### config.mk
export PLATFORM = sky130hd
export DESIGN_NAME = mem_access_unit
export DESIGN_NICKNAME = d
export VERILOG_FILES = /design/src/hdl/mem_pkg.sv /design/src/hdl/mem_access_unit.sv
export SDC_FILE = /design/constraint.sdc
export NUM_CORES = 1
export LEC_CHECK = 0
export BUFFER_PORTS_ARGS = -buffer_cell sky130_fd_sc_hd__buf_2
export CORE_AREA = 2 2 154 156
export CTS_CLUSTER_SIZE = 14
export DETAILED_ROUTE_END_ITERATION = 6
export DIE_AREA = 0 0 156 158
export PLACE_DENSITY = 0.67
export REMOVE_ABC_BUFFERS = 1
export SETUP_SLACK_MARGIN = 0.5
export SLEW_MARGIN = 20
export SYNTH_ARGS = -nofsm -noshare
export SYNTH_HDL_FRONTEND = slang
export SYNTH_SLANG_ARGS = --single-unit
### constraint.sdc
create_clock -name clk -period 21.4 [get_ports clk]
set_clock_uncertainty 0.2 [all_clocks]
set_input_delay 4.28 -clock clk [delete_from_list [all_inputs] [get_ports clk]]
set_output_delay 4.28 -clock clk [all_outputs]
set_load 0.02 [all_outputs]
### src/hdl/mem_pkg.sv
/* Shared request types and byte-lane helpers for the data memory path.
   Accesses are assumed naturally aligned; no sign extension is done. */
`default_nettype none

package mem_pkg;

  typedef enum logic {
    MEM_READ  = 1'b0,
    MEM_WRITE = 1'b1
  } mem_op_e;

  // byte count minus one.
  typedef enum logic [2:0] {
    SIZE_B = 3'd0,
    SIZE_H = 3'd1,
    SIZE_W = 3'd3,
    SIZE_D = 3'd7
  } mem_size_e;

  typedef struct packed {
    mem_op_e     op;
    logic [63:0] addr;
    mem_size_e   size;
    logic [63:0] wdata;
  } dcache_req_t;

  typedef struct packed {
    logic        we;
    logic [60:0] word_addr;
    logic [63:0] wdata;
    logic [7:0]  strb;
  } ram_req_t;

  function automatic logic [7:0] size_mask(mem_size_e size);
    case (size)
      SIZE_B:  return 8'h01;
      SIZE_H:  return 8'h03;
      SIZE_W:  return 8'h0f;
      default: return 8'hff;
    endcase
  endfunction

  function automatic logic [7:0] lane_strb(mem_size_e size, logic [2:0] off);
    return size_mask(size) << off;
  endfunction

  function automatic logic [63:0] lane_extract(logic [63:0] dword, logic [2:0] off,
                                               mem_size_e size);
    logic [63:0] shifted;
    logic [7:0]  mask;
    shifted = dword >> {off, 3'b000};
    mask    = size_mask(size);
    for (int b = 0; b < 8; b++) begin
      if (!mask[b]) begin
        shifted[8*b +: 8] = 8'h00;
      end
    end
    return shifted;
  endfunction

endpackage

`default_nettype wire

### src/hdl/mem_access_unit.sv
/* One access in flight at a time; i_start is only legal while idle.
   o_rdata holds the last read result, writes leave it unchanged. */
`timescale 1ns/1ps
`default_nettype none

module mem_access_unit
  import mem_pkg::*;
(
  input  logic        clk,
  input  logic        rst,

  input  logic        i_start,
  input  logic        i_ren,
  input  logic        i_wen,
  input  logic [63:0] i_addr,
  input  mem_size_e   i_size,
  input  logic [63:0] i_wdata,
  input  logic        i_done_ack,
  output logic        o_done,
  output logic [63:0] o_rdata,

  //////////////////////////////
  // dcache side
  output logic        o_dcache_valid,
  output dcache_req_t o_dcache_req,
  input  logic        i_dcache_ack,
  input  logic [63:0] i_dcache_rdata
);

  typedef enum logic [1:0] {
    IDLE,
    WAIT,
    DONE
  } state_e;

  state_e      state_q;
  dcache_req_t req_q;
  logic        accept;

  // a strobe without ren or wen is dropped.
  assign accept = (state_q == IDLE) && i_start && (i_ren || i_wen);

  assign o_dcache_valid = (state_q == WAIT);
  assign o_dcache_req   = req_q;
  assign o_done         = (state_q == DONE);

  always_ff @(posedge clk) begin
    if (rst) begin
      state_q <= IDLE;
      o_rdata <= '0;
    end else begin
      case (state_q)
        IDLE: begin
          if (accept) begin
            state_q <= WAIT;
          end
        end
        WAIT: begin
          if (i_dcache_ack) begin
            state_q <= DONE;
            if (req_q.op == MEM_READ) begin
              o_rdata <= i_dcache_rdata;
            end
          end
        end
        DONE: begin
          if (i_done_ack) begin
            state_q <= IDLE;
          end
        end
        default: state_q <= IDLE;
      endcase
    end
  end

  // read wins when both enables come with the strobe.
  always_ff @(posedge clk) begin
    if (accept) begin
      req_q.op    <= i_ren ? MEM_READ : MEM_WRITE;
      req_q.addr  <= i_addr;
      req_q.size  <= i_size;
      req_q.wdata <= i_wdata;
    end
  end

endmodule

`default_nettype wire

==> results of run 1 <==
through the flow:
step | total power, uW | cell area, sq um | instances | hold slack (ns) | worst slack [ns]
after detailed placement | 534 | 9220 | 1095 | 0.260 | 14.39
after floorplan | 492 | 6820 | 402 | 0.292 | 10.35
final | 848 | 9830 | 1132 | 0.272 | 14.85
after global routing | 884 | 9820 | 1128 | 0.287 | 14.75
after global placement | 533 | 9220 | 1095 | 0.254 | 14.41
after CTS | 863 | 9820 | 1127 | 0.275 | 14.86
worst paths after layout:
check | from | to | slack [ns] | cells past startpoint
hold reg to reg | o_rdata[7]$_SDFFE_PP0P_ | o_rdata[7]$_SDFFE_PP0P_ | 0.27 | 2
setup / recovery | i_start | o_dcache_req[109]$_DFFE_PP_ | 14.85 | 5
setup reg to reg | state_q[1]$_SDFFE_PP0P_ | o_dcache_req[109]$_DFFE_PP_ | 18.38 | 4
hold / removal | o_rdata[7]$_SDFFE_PP0P_ | o_rdata[7]$_SDFFE_PP0P_ | 0.27 | 2
cell families after synthesis:
kind of cell,Yosys count
AO/OA/AOI/OAI,2
buffers and inverters,22
AND/OR/NAND/NOR,137
multiplexers,64
flip-flops,198
final cells by class:
cell class	count	area share
antenna	5	0.00127
clock buffer	18	0.0436
clock inverter	14	0.0178
inverter	1	0.000382
multi-input combinational	203	0.156
sequential	198	0.537
tap	290	0.0369
timing repair buffer	403	0.206
cell usage in the layout (no fill, tap or decap):
cell | Yosys | final
buf_2 | 1 | 399
edfxtp_1 | 132 | 132
nand2b_1 | 128 | 128
dfxtp_1 | 66 | 66
mux2i_1 | 64 | 64
clkbuf_16 | 0 | 17
diode_2 | 0 | 5
inv_6 | 0 | 4
clkinv_8 | 0 | 4
buf_4 | 0 | 4
inv_8 | 0 | 3
and2b_2 | 2 | 2
inv_12 | 0 | 2
nor2_1 | 2 | 1
or3b_2 | 1 | 1
nor2_4 | 0 | 1
inv_1 | 1 | 1
and4bb_4 | 1 | 1
or4b_1 | 1 | 1
o31ai_1 | 1 | 1
nand3b_1 | 1 | 1
or3b_1 | 1 | 1
a21oi_1 | 1 | 1
clkbuf_1 | 13 | 1
clkinv_4 | 0 | 1
registers in the layout, indices dropped and copies added (netlist names):
name / cells
o_rdata: 64
o_dcache_req: 132
state_q: 2
critical path, stage by stage:
cell,delay [ns]
buf_2,0.07
or3b_2,0.48
nor2_4,0.09
buf_4,0.54
buf_4,0.84
metal layers:
metal	vias up	share of wire	track usage
met3	11	0.12	0.0682
li1	2286	-	-
met2	237	0.49	0.241
met4	2	0.010	0.0384
met5	-	0.00069	0
met1	2197	0.38	0.164
power by group:
| group | switching, uW | internal, uW | total [uW] |
|---|---|---|---|
| Combinational | 53.8 | 33.6 | 87.4 |
| Clock | 164 | 160 | 324 |
| Sequential | 5.53 | 431 | 437 |
==> impl_summary.log, run 1 <==
[metrics] number of enable-type register cells in the synthesized netlist: roughly 130
[metrics] status: complete, no violations
[metrics] main combinational cell family by area after synthesis: simple AND/OR/NAND/NOR gates
[metrics] Reg clk slew, reported paths: approximately 0.080 ns
[metrics] post-detail-place hpwl: 13.9 mm
[metrics] relative max-transition margin: 0.351
[metrics] worst-path maximum fanout: 79
[metrics] CP arrival: 6.40 ns
[metrics] Synth cell types: 17
[metrics] PostCTS Resize Cnt: 0
[metrics] post-DR wirelength/cell: 16.7 um
[metrics] final count of hold timing violations: 0
[metrics] Setup crit start kind: input port
[metrics] clk_lat worst skew: 0.42 ns
[metrics] core area: 23100 sq um
[metrics] buffer count from post-CTS setup fixing: 0
[metrics] power density of the placed cells: about 86 nW/um^2
[metrics] Die Span Y: 158 um
[metrics] root buf cell: clkbuf_16
[metrics] RSZ-0062 raised after global routing: false
[metrics] number of nets with antenna violations after detailed routing: 0
[metrics] Setup Crit Path Kind: in -> reg
[metrics] cell with the most instances after synthesis: edfxtp_1
[metrics] number of I/O pins: 400
[metrics] Tightest Hold Check Type: reg -> reg
[metrics] fraction of synthesized cell area taken by the top area cell type: 0.565
[metrics] DR DRC count: 0
[metrics] number of global-route vias before repair: 4571
[metrics] post-layout utilization of the core: 0.427
[metrics] setup TNS: 0 ns
[metrics] total wirelength of the detailed-routed design: between 15 and 20 mm
[metrics] area leader, netlist: edfxtp_1
[metrics] TritonCTS clock tree: built
[metrics] routed vias/inst: 4.18
[metrics] Area growth syn-to-layout: 40.2%
[metrics] hold buffers post-CTS: 0
[metrics] Overall Global Routing Usage: 0.143
[metrics] total via count after detailed routing: 4733
[metrics] dominant synthesized flop cell: edfxtp_1
[metrics] Required @ worst endpoint: approximately 21 ns
[metrics] fraction of the yosys area taken by sequential cells: 0.754
[metrics] leakage component of the power: 0.00418 uW
[metrics] footprint of the multi-input gates: 1540 sq um
[metrics] CTS H-tree lvls: 4
[metrics] initial antenna violation count: 4
[metrics] total overflow reported by the global router: 0
[metrics] crit end category: register
[metrics] detailed-routing iteration count for the pre-antenna-repair pass: 4
[metrics] gpl congestion: ~0.76
[metrics] Seq. cell area: about 5300 sq um
[metrics] die outline area: 24600 sq um
[metrics] maximum achievable frequency: 153 MHz
[metrics] Syn Inst Count: 423
[metrics] largest net degree at the start of global routing: 90
[metrics] DR iter-0 viols: 221
[metrics] number of nets at the end of the flow: a little over 1000
[metrics] mean cell area of the mapped netlist: 16.6 sq um
[metrics] largest buffer count on any clock path: 2
[metrics] ranking of synthesized cells by instance count: edfxtp_1, nand2b_1, dfxtp_1
[metrics] proportion of synthesized flip-flops having asynchronous set or reset: 0
[metrics] max-slew violation total from the final report: 0
[metrics] layout cell share with drive strength beyond 1: 0.524
[metrics] initial core utilization: 0.304
[metrics] Least-Margin Pin Slew: 0.974 ns
[metrics] placement row count: 56
[metrics] count of warnings emitted by yosys: 0
[metrics] register bit count reported by yosys: about 200
[metrics] Peak VDD IR: 0.0408 mV
[metrics] main area contributors after synthesis: edfxtp_1, dfxtp_1, nand2b_1, mux2i_1, buf_12
[metrics] Synth Area in Adders: 0
[metrics] Filler Cell Count: 2159
[metrics] Period minus WS final: 6.55 ns
[metrics] basic-gate share of the synthesized area counting and, or, nand and nor cells: 0.125
[metrics] maxcap violations: 0
[metrics] first-pass GRT wire length: 26.2 mm
[metrics] total CTS buffers: 17
[metrics] period utilization: 0.306
[metrics] mux contribution to synthesized area: 0.0913
[metrics] post-synthesis instance area: 7010 sq um
[metrics] complex-gate fraction of the synthesized area: 0.00178
[metrics] die outline width: 156 um
[metrics] Setup violations, final: 0
[metrics] post-synthesis xor/xnor area fraction: 0
[metrics] TritonCTS sink count: 198
[metrics] Port Buffer Count: 399
No activity file was read; power rests on OpenSTA's default activity.
==> run 2: changes to the inputs <==
ABC_AREA = 1   (was unset)
CORE_AREA = 2 2 157 159   (was 2 2 154 156)
DIE_AREA = 0 0 159 161   (was 0 0 156 158)
PLACE_DENSITY = 0.68   (was 0.67)
clock period = 5.5 ns   (was 21.4 ns; I/O delays follow)
==> impl_summary.log, run 2 <==
[metrics] Tightest Hold Check Type: reg -> reg
[metrics] relative max-transition margin: 0.324 (-0.0264)
[metrics] period utilization: 0.568
[metrics] Hold Crit Depth: 2 (unchanged)
[metrics] Reg clk slew, reported paths: 0.07 ns (about the same)
[metrics] die outline area: 25600 sq um (+3.9%)
[metrics] DR DRC count: 0 (unchanged)
[metrics] root buf cell: clkbuf_16
[metrics] detailed-routing iteration count for the pre-antenna-repair pass: 4 (unchanged)
[metrics] fraction of the yosys area taken by sequential cells: 0.750 (-0.00321)
[metrics] Least-Margin Pin Slew: 1.01 ns (+0.0396 ns)
[metrics] largest buffer count on any clock path: 2 (unchanged)
[metrics] Layout Cells excl Fill: 1298 (+15%)
[metrics] maximum achievable frequency: approximately 320 MHz
[metrics] worst r2r src: state_q[1]$_SDFFE_PP0P_
[metrics] first-pass GRT wire length: 31.2 mm (+19%)
[metrics] Setup crit start kind: register
[metrics] crit end category: output pin
[metrics] post-DR wirelength/cell: 16.6 um (-0.32%)
[metrics] PostCTS Resize Cnt: 0 (unchanged)
[metrics] area leader, netlist: edfxtp_1
[metrics] power density of the placed cells: 343 nW/um^2 (+300%)
[metrics] placement row count: 57 (+1.8%)
[metrics] post-synthesis instance area: 7040 sq um (+0.43%)
[metrics] Worst Reg2Reg Path Length in Cells: 4 (unchanged)
[metrics] TritonCTS sink count: 198 (unchanged)
[metrics] CP arrival: 1.82 ns (-4.58 ns)
[metrics] critical path's slowest cell: buf_4
[metrics] core area: 24000 sq um (+4.0%)
[metrics] worst-path maximum fanout: 66 (-16%)
[metrics] post-detail-place hpwl: 15.4 mm (+11%)
[metrics] worst setup path startpoint: state_q[0]$_SDFFE_PP0P_
[metrics] number of nets at the end of the flow: 1161 (+13%)
[metrics] buffer count from post-CTS setup fixing: 0 (unchanged)
[metrics] Synth cell types: 17 (unchanged)
[metrics] total overflow reported by the global router: 0 (unchanged)
[metrics] Final Cell Area: 9830 sq um (about the same)
[metrics] Required @ worst endpoint: 4.20 ns (-17.05 ns)
[metrics] largest net degree at the start of global routing: 107 (+19%)
[metrics] Period minus WS final: about 3.1 ns
[metrics] number of global-route vias before repair: 5174 (+13%)
[metrics] count of warnings emitted by yosys: 0 (unchanged)
[metrics] total CTS buffers: 17 (unchanged)
[metrics] CTS H-tree lvls: 4 (unchanged)
[metrics] layout cell share with drive strength beyond 1: 0.466 (-0.0584)
[metrics] fraction of synthesized cell area taken by the top area cell type: 0.563 (-0.00241)
[metrics] Overall Global Routing Usage: 0.162 (+0.0192)
[metrics] flip-flop count of the largest register, all copies and words added: 132 (unchanged)
[metrics] Port Buffer Count: 399 (unchanged)
[metrics] Setup violations, final: 0 (unchanged)
[metrics] placed cells: 1264 (+15%)
[metrics] die outline width: 159 um (+1.9%)
[metrics] final count of hold timing violations: 0 (unchanged)
[metrics] CP top delay family: buffers and inverters
[metrics] RSZ-0062 raised after global routing: false
[metrics] maximum cell stage delay along the critical path: 0.54 ns (-0.30 ns)
[metrics] proportion of synthesized flip-flops having asynchronous set or reset: 0 (unchanged)
[metrics] source of the worst hold timing path: o_rdata[9]$_SDFFE_PP0P_
[metrics] setup TNS: 0 ns (unchanged)
[metrics] final hold slack: 0.279 ns (+0.00639 ns)
[metrics] status: complete, no violations
[metrics] cell with the most instances after synthesis: edfxtp_1
[metrics] ranking of synthesized cells by instance count: edfxtp_1, nor2_1, inv_1
[metrics] hold buffers post-CTS: 0 (unchanged)
[metrics] gpl congestion: 0.841 (+11%)
[metrics] most common library cell in the layout ignoring fill and taps: buf_2
[metrics] initial core utilization: 0.294 (-0.0103)
[metrics] number of enable-type register cells in the synthesized netlist: 132 (unchanged)
[metrics] dominant synthesized flop cell: edfxtp_1
[metrics] Setup Crit Path Kind: reg -> out
[metrics] Filler Cell Count: 2374 (+10%)
[metrics] maxcap violations: 0 (unchanged)
[metrics] routed vias/inst: 4.27 (+2.1%)
[metrics] Critical Path, Cell by Cell: inv_1, nor2_4, buf_4, buf_2
[metrics] Syn Inst Count: 569 (+35%)
[metrics] number of I/O pins: 400 (unchanged)
[metrics] main area contributors after synthesis: edfxtp_1, dfxtp_1, nor2_1, nand4_1, inv_1
[metrics] Critical Path Stages: 4 (-1)
[metrics] register bit count reported by yosys: 198 (unchanged)
[metrics] max-slew violation total from the final report: 0 (unchanged)
[metrics] initial antenna violation count: 2 (-2)
[metrics] total placed instance area: 9220 sq um (about the same)
[metrics] total wirelength of the detailed-routed design: 21.6 mm (+14%)
[metrics] Overall Power: 3370 uW (+300%)
[metrics] total via count after detailed routing: 5541 (+17%)
[metrics] Die Span Y: 161 um (+1.9%)
[metrics] leakage component of the power: 0.00461 uW (+10%)
[metrics] clk_lat worst skew: 0.42 ns (about the same)
[metrics] Peak VDD IR: 0.166 mV (+310%)
[metrics] TritonCTS clock tree: built
[metrics] most frequent cells in the layout: buf_2, edfxtp_1, nor2_1
[metrics] DR iter-0 viols: 339 (+53%)
[metrics] mean cell area of the mapped netlist: 12.4 sq um (-25%)
[metrics] number of nets with antenna violations after detailed routing: 0 (unchanged)
[metrics] Area growth syn-to-layout: 39.6%
[metrics] CP bufs+invs: 3 (unchanged)
-- run 2: changes by cell type after synthesis, sizes merged, moves of 24 or more --
cell,change
nand2b,-128
nand2,+66
buf,+24
nand4,+64
inv,+71
nor2,+130
mux2i,-64
-- run 2: path summary, 6_finish.rpt --
kind                                      to  slack (ns)
setup / recovery              o_dcache_valid        2.38
hold / removal       o_rdata[9]$_SDFFE_PP0P_        0.28
setup reg to reg  o_dcache_req[63]$_DFFE_PP_        3.08
hold reg to reg      o_rdata[9]$_SDFFE_PP0P_        0.28
-- run 2: through the flow --
step                setup slack, ns  utilization
detailed placement             2.28        0.385
finish                         2.38        0.410
floorplan                     0.987            -
global route                   2.25        0.410
CTS                            2.33        0.410
global placement               2.32        0.385
-- run 2: layout make-up --
| cell class | instances | area [sq um] | area share |
|---|---|---|---|
| Sequential cell | 198 | 5290 | 0.538 |
| Timing Repair Buffer | 403 | 2030 | 0.206 |
| Multi-Input combinational cell | 267 | 1230 | 0.125 |
| Clock buffer | 18 | 429 | 0.0437 |
| Tap cell | 324 | 405 | 0.0412 |
| Inverter | 72 | 277 | 0.0281 |
| Clock inverter | 14 | 175 | 0.0178 |
| Antenna cell | 2 | 5.00 | 0.000509 |
-- run 2: kinds of logic (layout without fill, tap and decap cells) --
family,Yosys count,in the layout,share of synthesized area
compound gates,2,2,0.00142
buf+inv,104,507,0.0762
flops,198,198,0.750
other cells,0,2,0
simple gates,265,265,0.172
-- run 2: tightest hold or removal path, stage by stage (launching register included) --
cell and delay, ns:
dfxtp_1 0.32, nor2_1 0.04, nor2_1 0.08
-- run 2: where the power goes --
part	internal (uW)	switching [uW]
clock network	624	657
logic	127	256
registers	1680	24.2
-- run 2: routing by layer --
| metal | part of all wire | global-route usage | vias to the layer above | wire length, um |
|---|---|---|---|---|
| met5 | 0.0013 | 0 | - | 27 |
| met1 | 0.41 | 0.200 | 2603 | 8840 |
| li1 | - | - | 2679 | - |
| met4 | 0.0069 | 0.0384 | 4 | 149 |
| met2 | 0.50 | 0.271 | 245 | 10700 |
| met3 | 0.087 | 0.0624 | 10 | 1890 |
==> run 3: changes to the inputs <==
CORE_AREA = 2 2 155 157   (was 2 2 157 159)
DIE_AREA = 0 0 157 159   (was 0 0 159 161)
PLACE_DENSITY = 0.67   (was 0.68)
clock period = 3.3 ns   (was 5.5 ns; I/O delays follow)
==> impl_summary.log, run 3 (same netlist as run 2, synthesis figures left out) <==
[metrics] status: complete, no violations
[metrics] CTS H-tree lvls: 4 (unchanged)
[metrics] detailed-routing iteration count for the pre-antenna-repair pass: 4 (unchanged)
[metrics] largest net degree at the start of global routing: 66 (-38%)
[metrics] CP bufs+invs: 2 (-1)
[metrics] final count of hold timing violations: 0 (unchanged)
[metrics] number of nets with antenna violations after detailed routing: 0 (unchanged)
[metrics] maximum achievable frequency: ~480 MHz
[metrics] die outline area: 25000 sq um (-2.5%)
[metrics] TritonCTS clock tree: built
[metrics] most common library cell in the layout ignoring fill and taps: buf_2
[metrics] flip-flop count of the largest register, all copies and words added: 132 (unchanged)
[metrics] Tightest Hold Check Type: in -> reg
[metrics] total CTS buffers: 17 (unchanged)
[metrics] total placed instance area: 9300 sq um (+0.88%)
[metrics] number of global-route vias before repair: 5450 (+5.3%)
[metrics] TritonCTS sink count: 198 (unchanged)
[metrics] root buf cell: clkbuf_16
[metrics] initial antenna violation count: 7 (+5)
[metrics] Critical Path, Cell by Cell: inv_1, nor2_4, buf_2
[metrics] Area growth syn-to-layout: 40.7%
[metrics] Period minus WS final: 2.08 ns
[metrics] Least-Margin Pin Slew: 0.694 ns (-0.320 ns)
[metrics] setup TNS: 0 ns (unchanged)
[metrics] max-slew violation total from the final report: 0 (unchanged)
[metrics] post-DR wirelength/cell: 16.6 um (-0.28%)
[metrics] worst-path maximum fanout: 4 (-94%)
[metrics] clk_lat worst skew: 0.42 ns (about the same)
[metrics] PostCTS Resize Cnt: 0 (unchanged)
[metrics] largest buffer count on any clock path: 2 (unchanged)
[metrics] DR iter-0 viols: 251 (-26%)
[metrics] Filler Cell Count: 2300 (-3.1%)
[metrics] period utilization: 0.632
[metrics] CP top delay family: flip-flops
[metrics] Peak VDD IR: 0.264 mV (+59%)
[metrics] final hold slack: 0.200 ns (-0.0791 ns)
[metrics] Port Buffer Count: 399 (unchanged)
[metrics] Setup Crit Path Kind: reg -> out
[metrics] relative max-transition margin: 0.538 (+0.213)
[metrics] most frequent cells in the layout: buf_2, edfxtp_1, nor2_1
[metrics] hold buffers post-CTS: 0 (unchanged)
[metrics] layout cell share with drive strength beyond 1: 0.469 (+0.00273)
[metrics] Die Span Y: 159 um (-1.2%)
[metrics] initial core utilization: 0.304 (+0.00977)
[metrics] post-layout utilization of the core: 0.427 (+0.0172)
[metrics] leakage component of the power: 0.00464 uW (+0.85%)
[metrics] routed vias/inst: 4.30 (+0.73%)
[metrics] CP arrival: 1.22 ns (-0.60 ns)
[metrics] gpl congestion: 0.784 (-6.8%)
[metrics] Required @ worst endpoint: 2.44 ns (-1.76 ns)
[metrics] maxcap violations: 0 (unchanged)
[metrics] buffer count from post-CTS setup fixing: 0 (unchanged)
[metrics] total overflow reported by the global router: 0 (unchanged)
[metrics] number of I/O pins: 400 (unchanged)
[metrics] die outline width: 157 um (-1.3%)
[metrics] power density of the placed cells: 566 nW/um^2 (+65%)
[metrics] Reg clk slew, reported paths: 0.08 ns (about the same)
[metrics] Setup violations, final: 0 (unchanged)
[metrics] total via count after detailed routing: 5590 (+0.88%)
[metrics] placement row count: 56 (-1.8%)
[metrics] Setup crit start kind: register
[metrics] core area: 23200 sq um (-3.2%)
[metrics] RSZ-0062 raised after global routing: false
[metrics] post-detail-place hpwl: 15.7 mm (+2.1%)
[metrics] Overall Global Routing Usage: 0.167 (+0.00438)
[metrics] DR DRC count: 0 (unchanged)
[metrics] maximum cell stage delay along the critical path: 0.41 ns (-0.13 ns)
[metrics] total wirelength of the detailed-routed design: 21.6 mm (-0.13%)
[metrics] number of nets at the end of the flow: 1166 (+0.43%)
[metrics] first-pass GRT wire length: 31.3 mm (+0.24%)
[metrics] Final Cell Area: 9910 sq um (+0.84%)
[metrics] crit end category: output pin
[metrics] critical path's slowest cell: dfxtp_1
-- run 3: area by class of cell --
type / count / area [sq um] / area share
Sequential cell: 198 / 5290 / 0.533
Tap cell: 319 / 399 / 0.0403
Clock buffer: 18 / 429 / 0.0433
Inverter: 72 / 275 / 0.0278
Clock inverter: 14 / 173 / 0.0174
Timing Repair Buffer: 408 / 2110 / 0.213
Multi-Input combinational cell: 267 / 1230 / 0.124
Antenna cell: 4 / 10.0 / 0.00101
-- run 3: stage by stage --
step / total power, uW / instances / setup slack (ns)
global route: 5830 / 1298 / 1.13
floorplan: 3230 / 537 / -0.773
detailed placement: 3560 / 1264 / 0.999
finish: 5610 / 1300 / 1.22
global placement: 3550 / 1264 / 1.01
CTS: 5690 / 1296 / 1.19
-- run 3: power by group --
part | total (uW) | switching (uW) | internal (uW)
Clock | 2120 | 1080 | 1040
Sequential | 2840 | 42.0 | 2800
Combinational | 657 | 433 | 223
Total | 5610 | 1550 | 4060
-- run 3: per-layer routing --
layer  part of all wire  vias to the layer above  wire, um  global-route usage
met4              0.032                        6       688              0.0738
met5             0.0014                        -        31                   0
met1               0.37                     2602      8040               0.181
met2               0.49                      263     10500               0.285
li1                   -                     2685         -                   -
met3               0.10                       34      2260              0.0675
-- run 3: worst paths after layout --
path	start	to	slack, ns	cells past startpoint
hold reg to reg	o_rdata[56]$_SDFFE_PP0P_	o_rdata[56]$_SDFFE_PP0P_	0.28	2
setup reg to reg	o_dcache_req[131]$_DFFE_PP_	o_rdata[17]$_SDFFE_PP0P_	1.34	5
hold / removal	i_addr[18]	o_dcache_req[85]$_DFFE_PP_	0.20	1
setup / recovery	state_q[0]$_SDFFE_PP0P_	o_dcache_valid	1.22	3
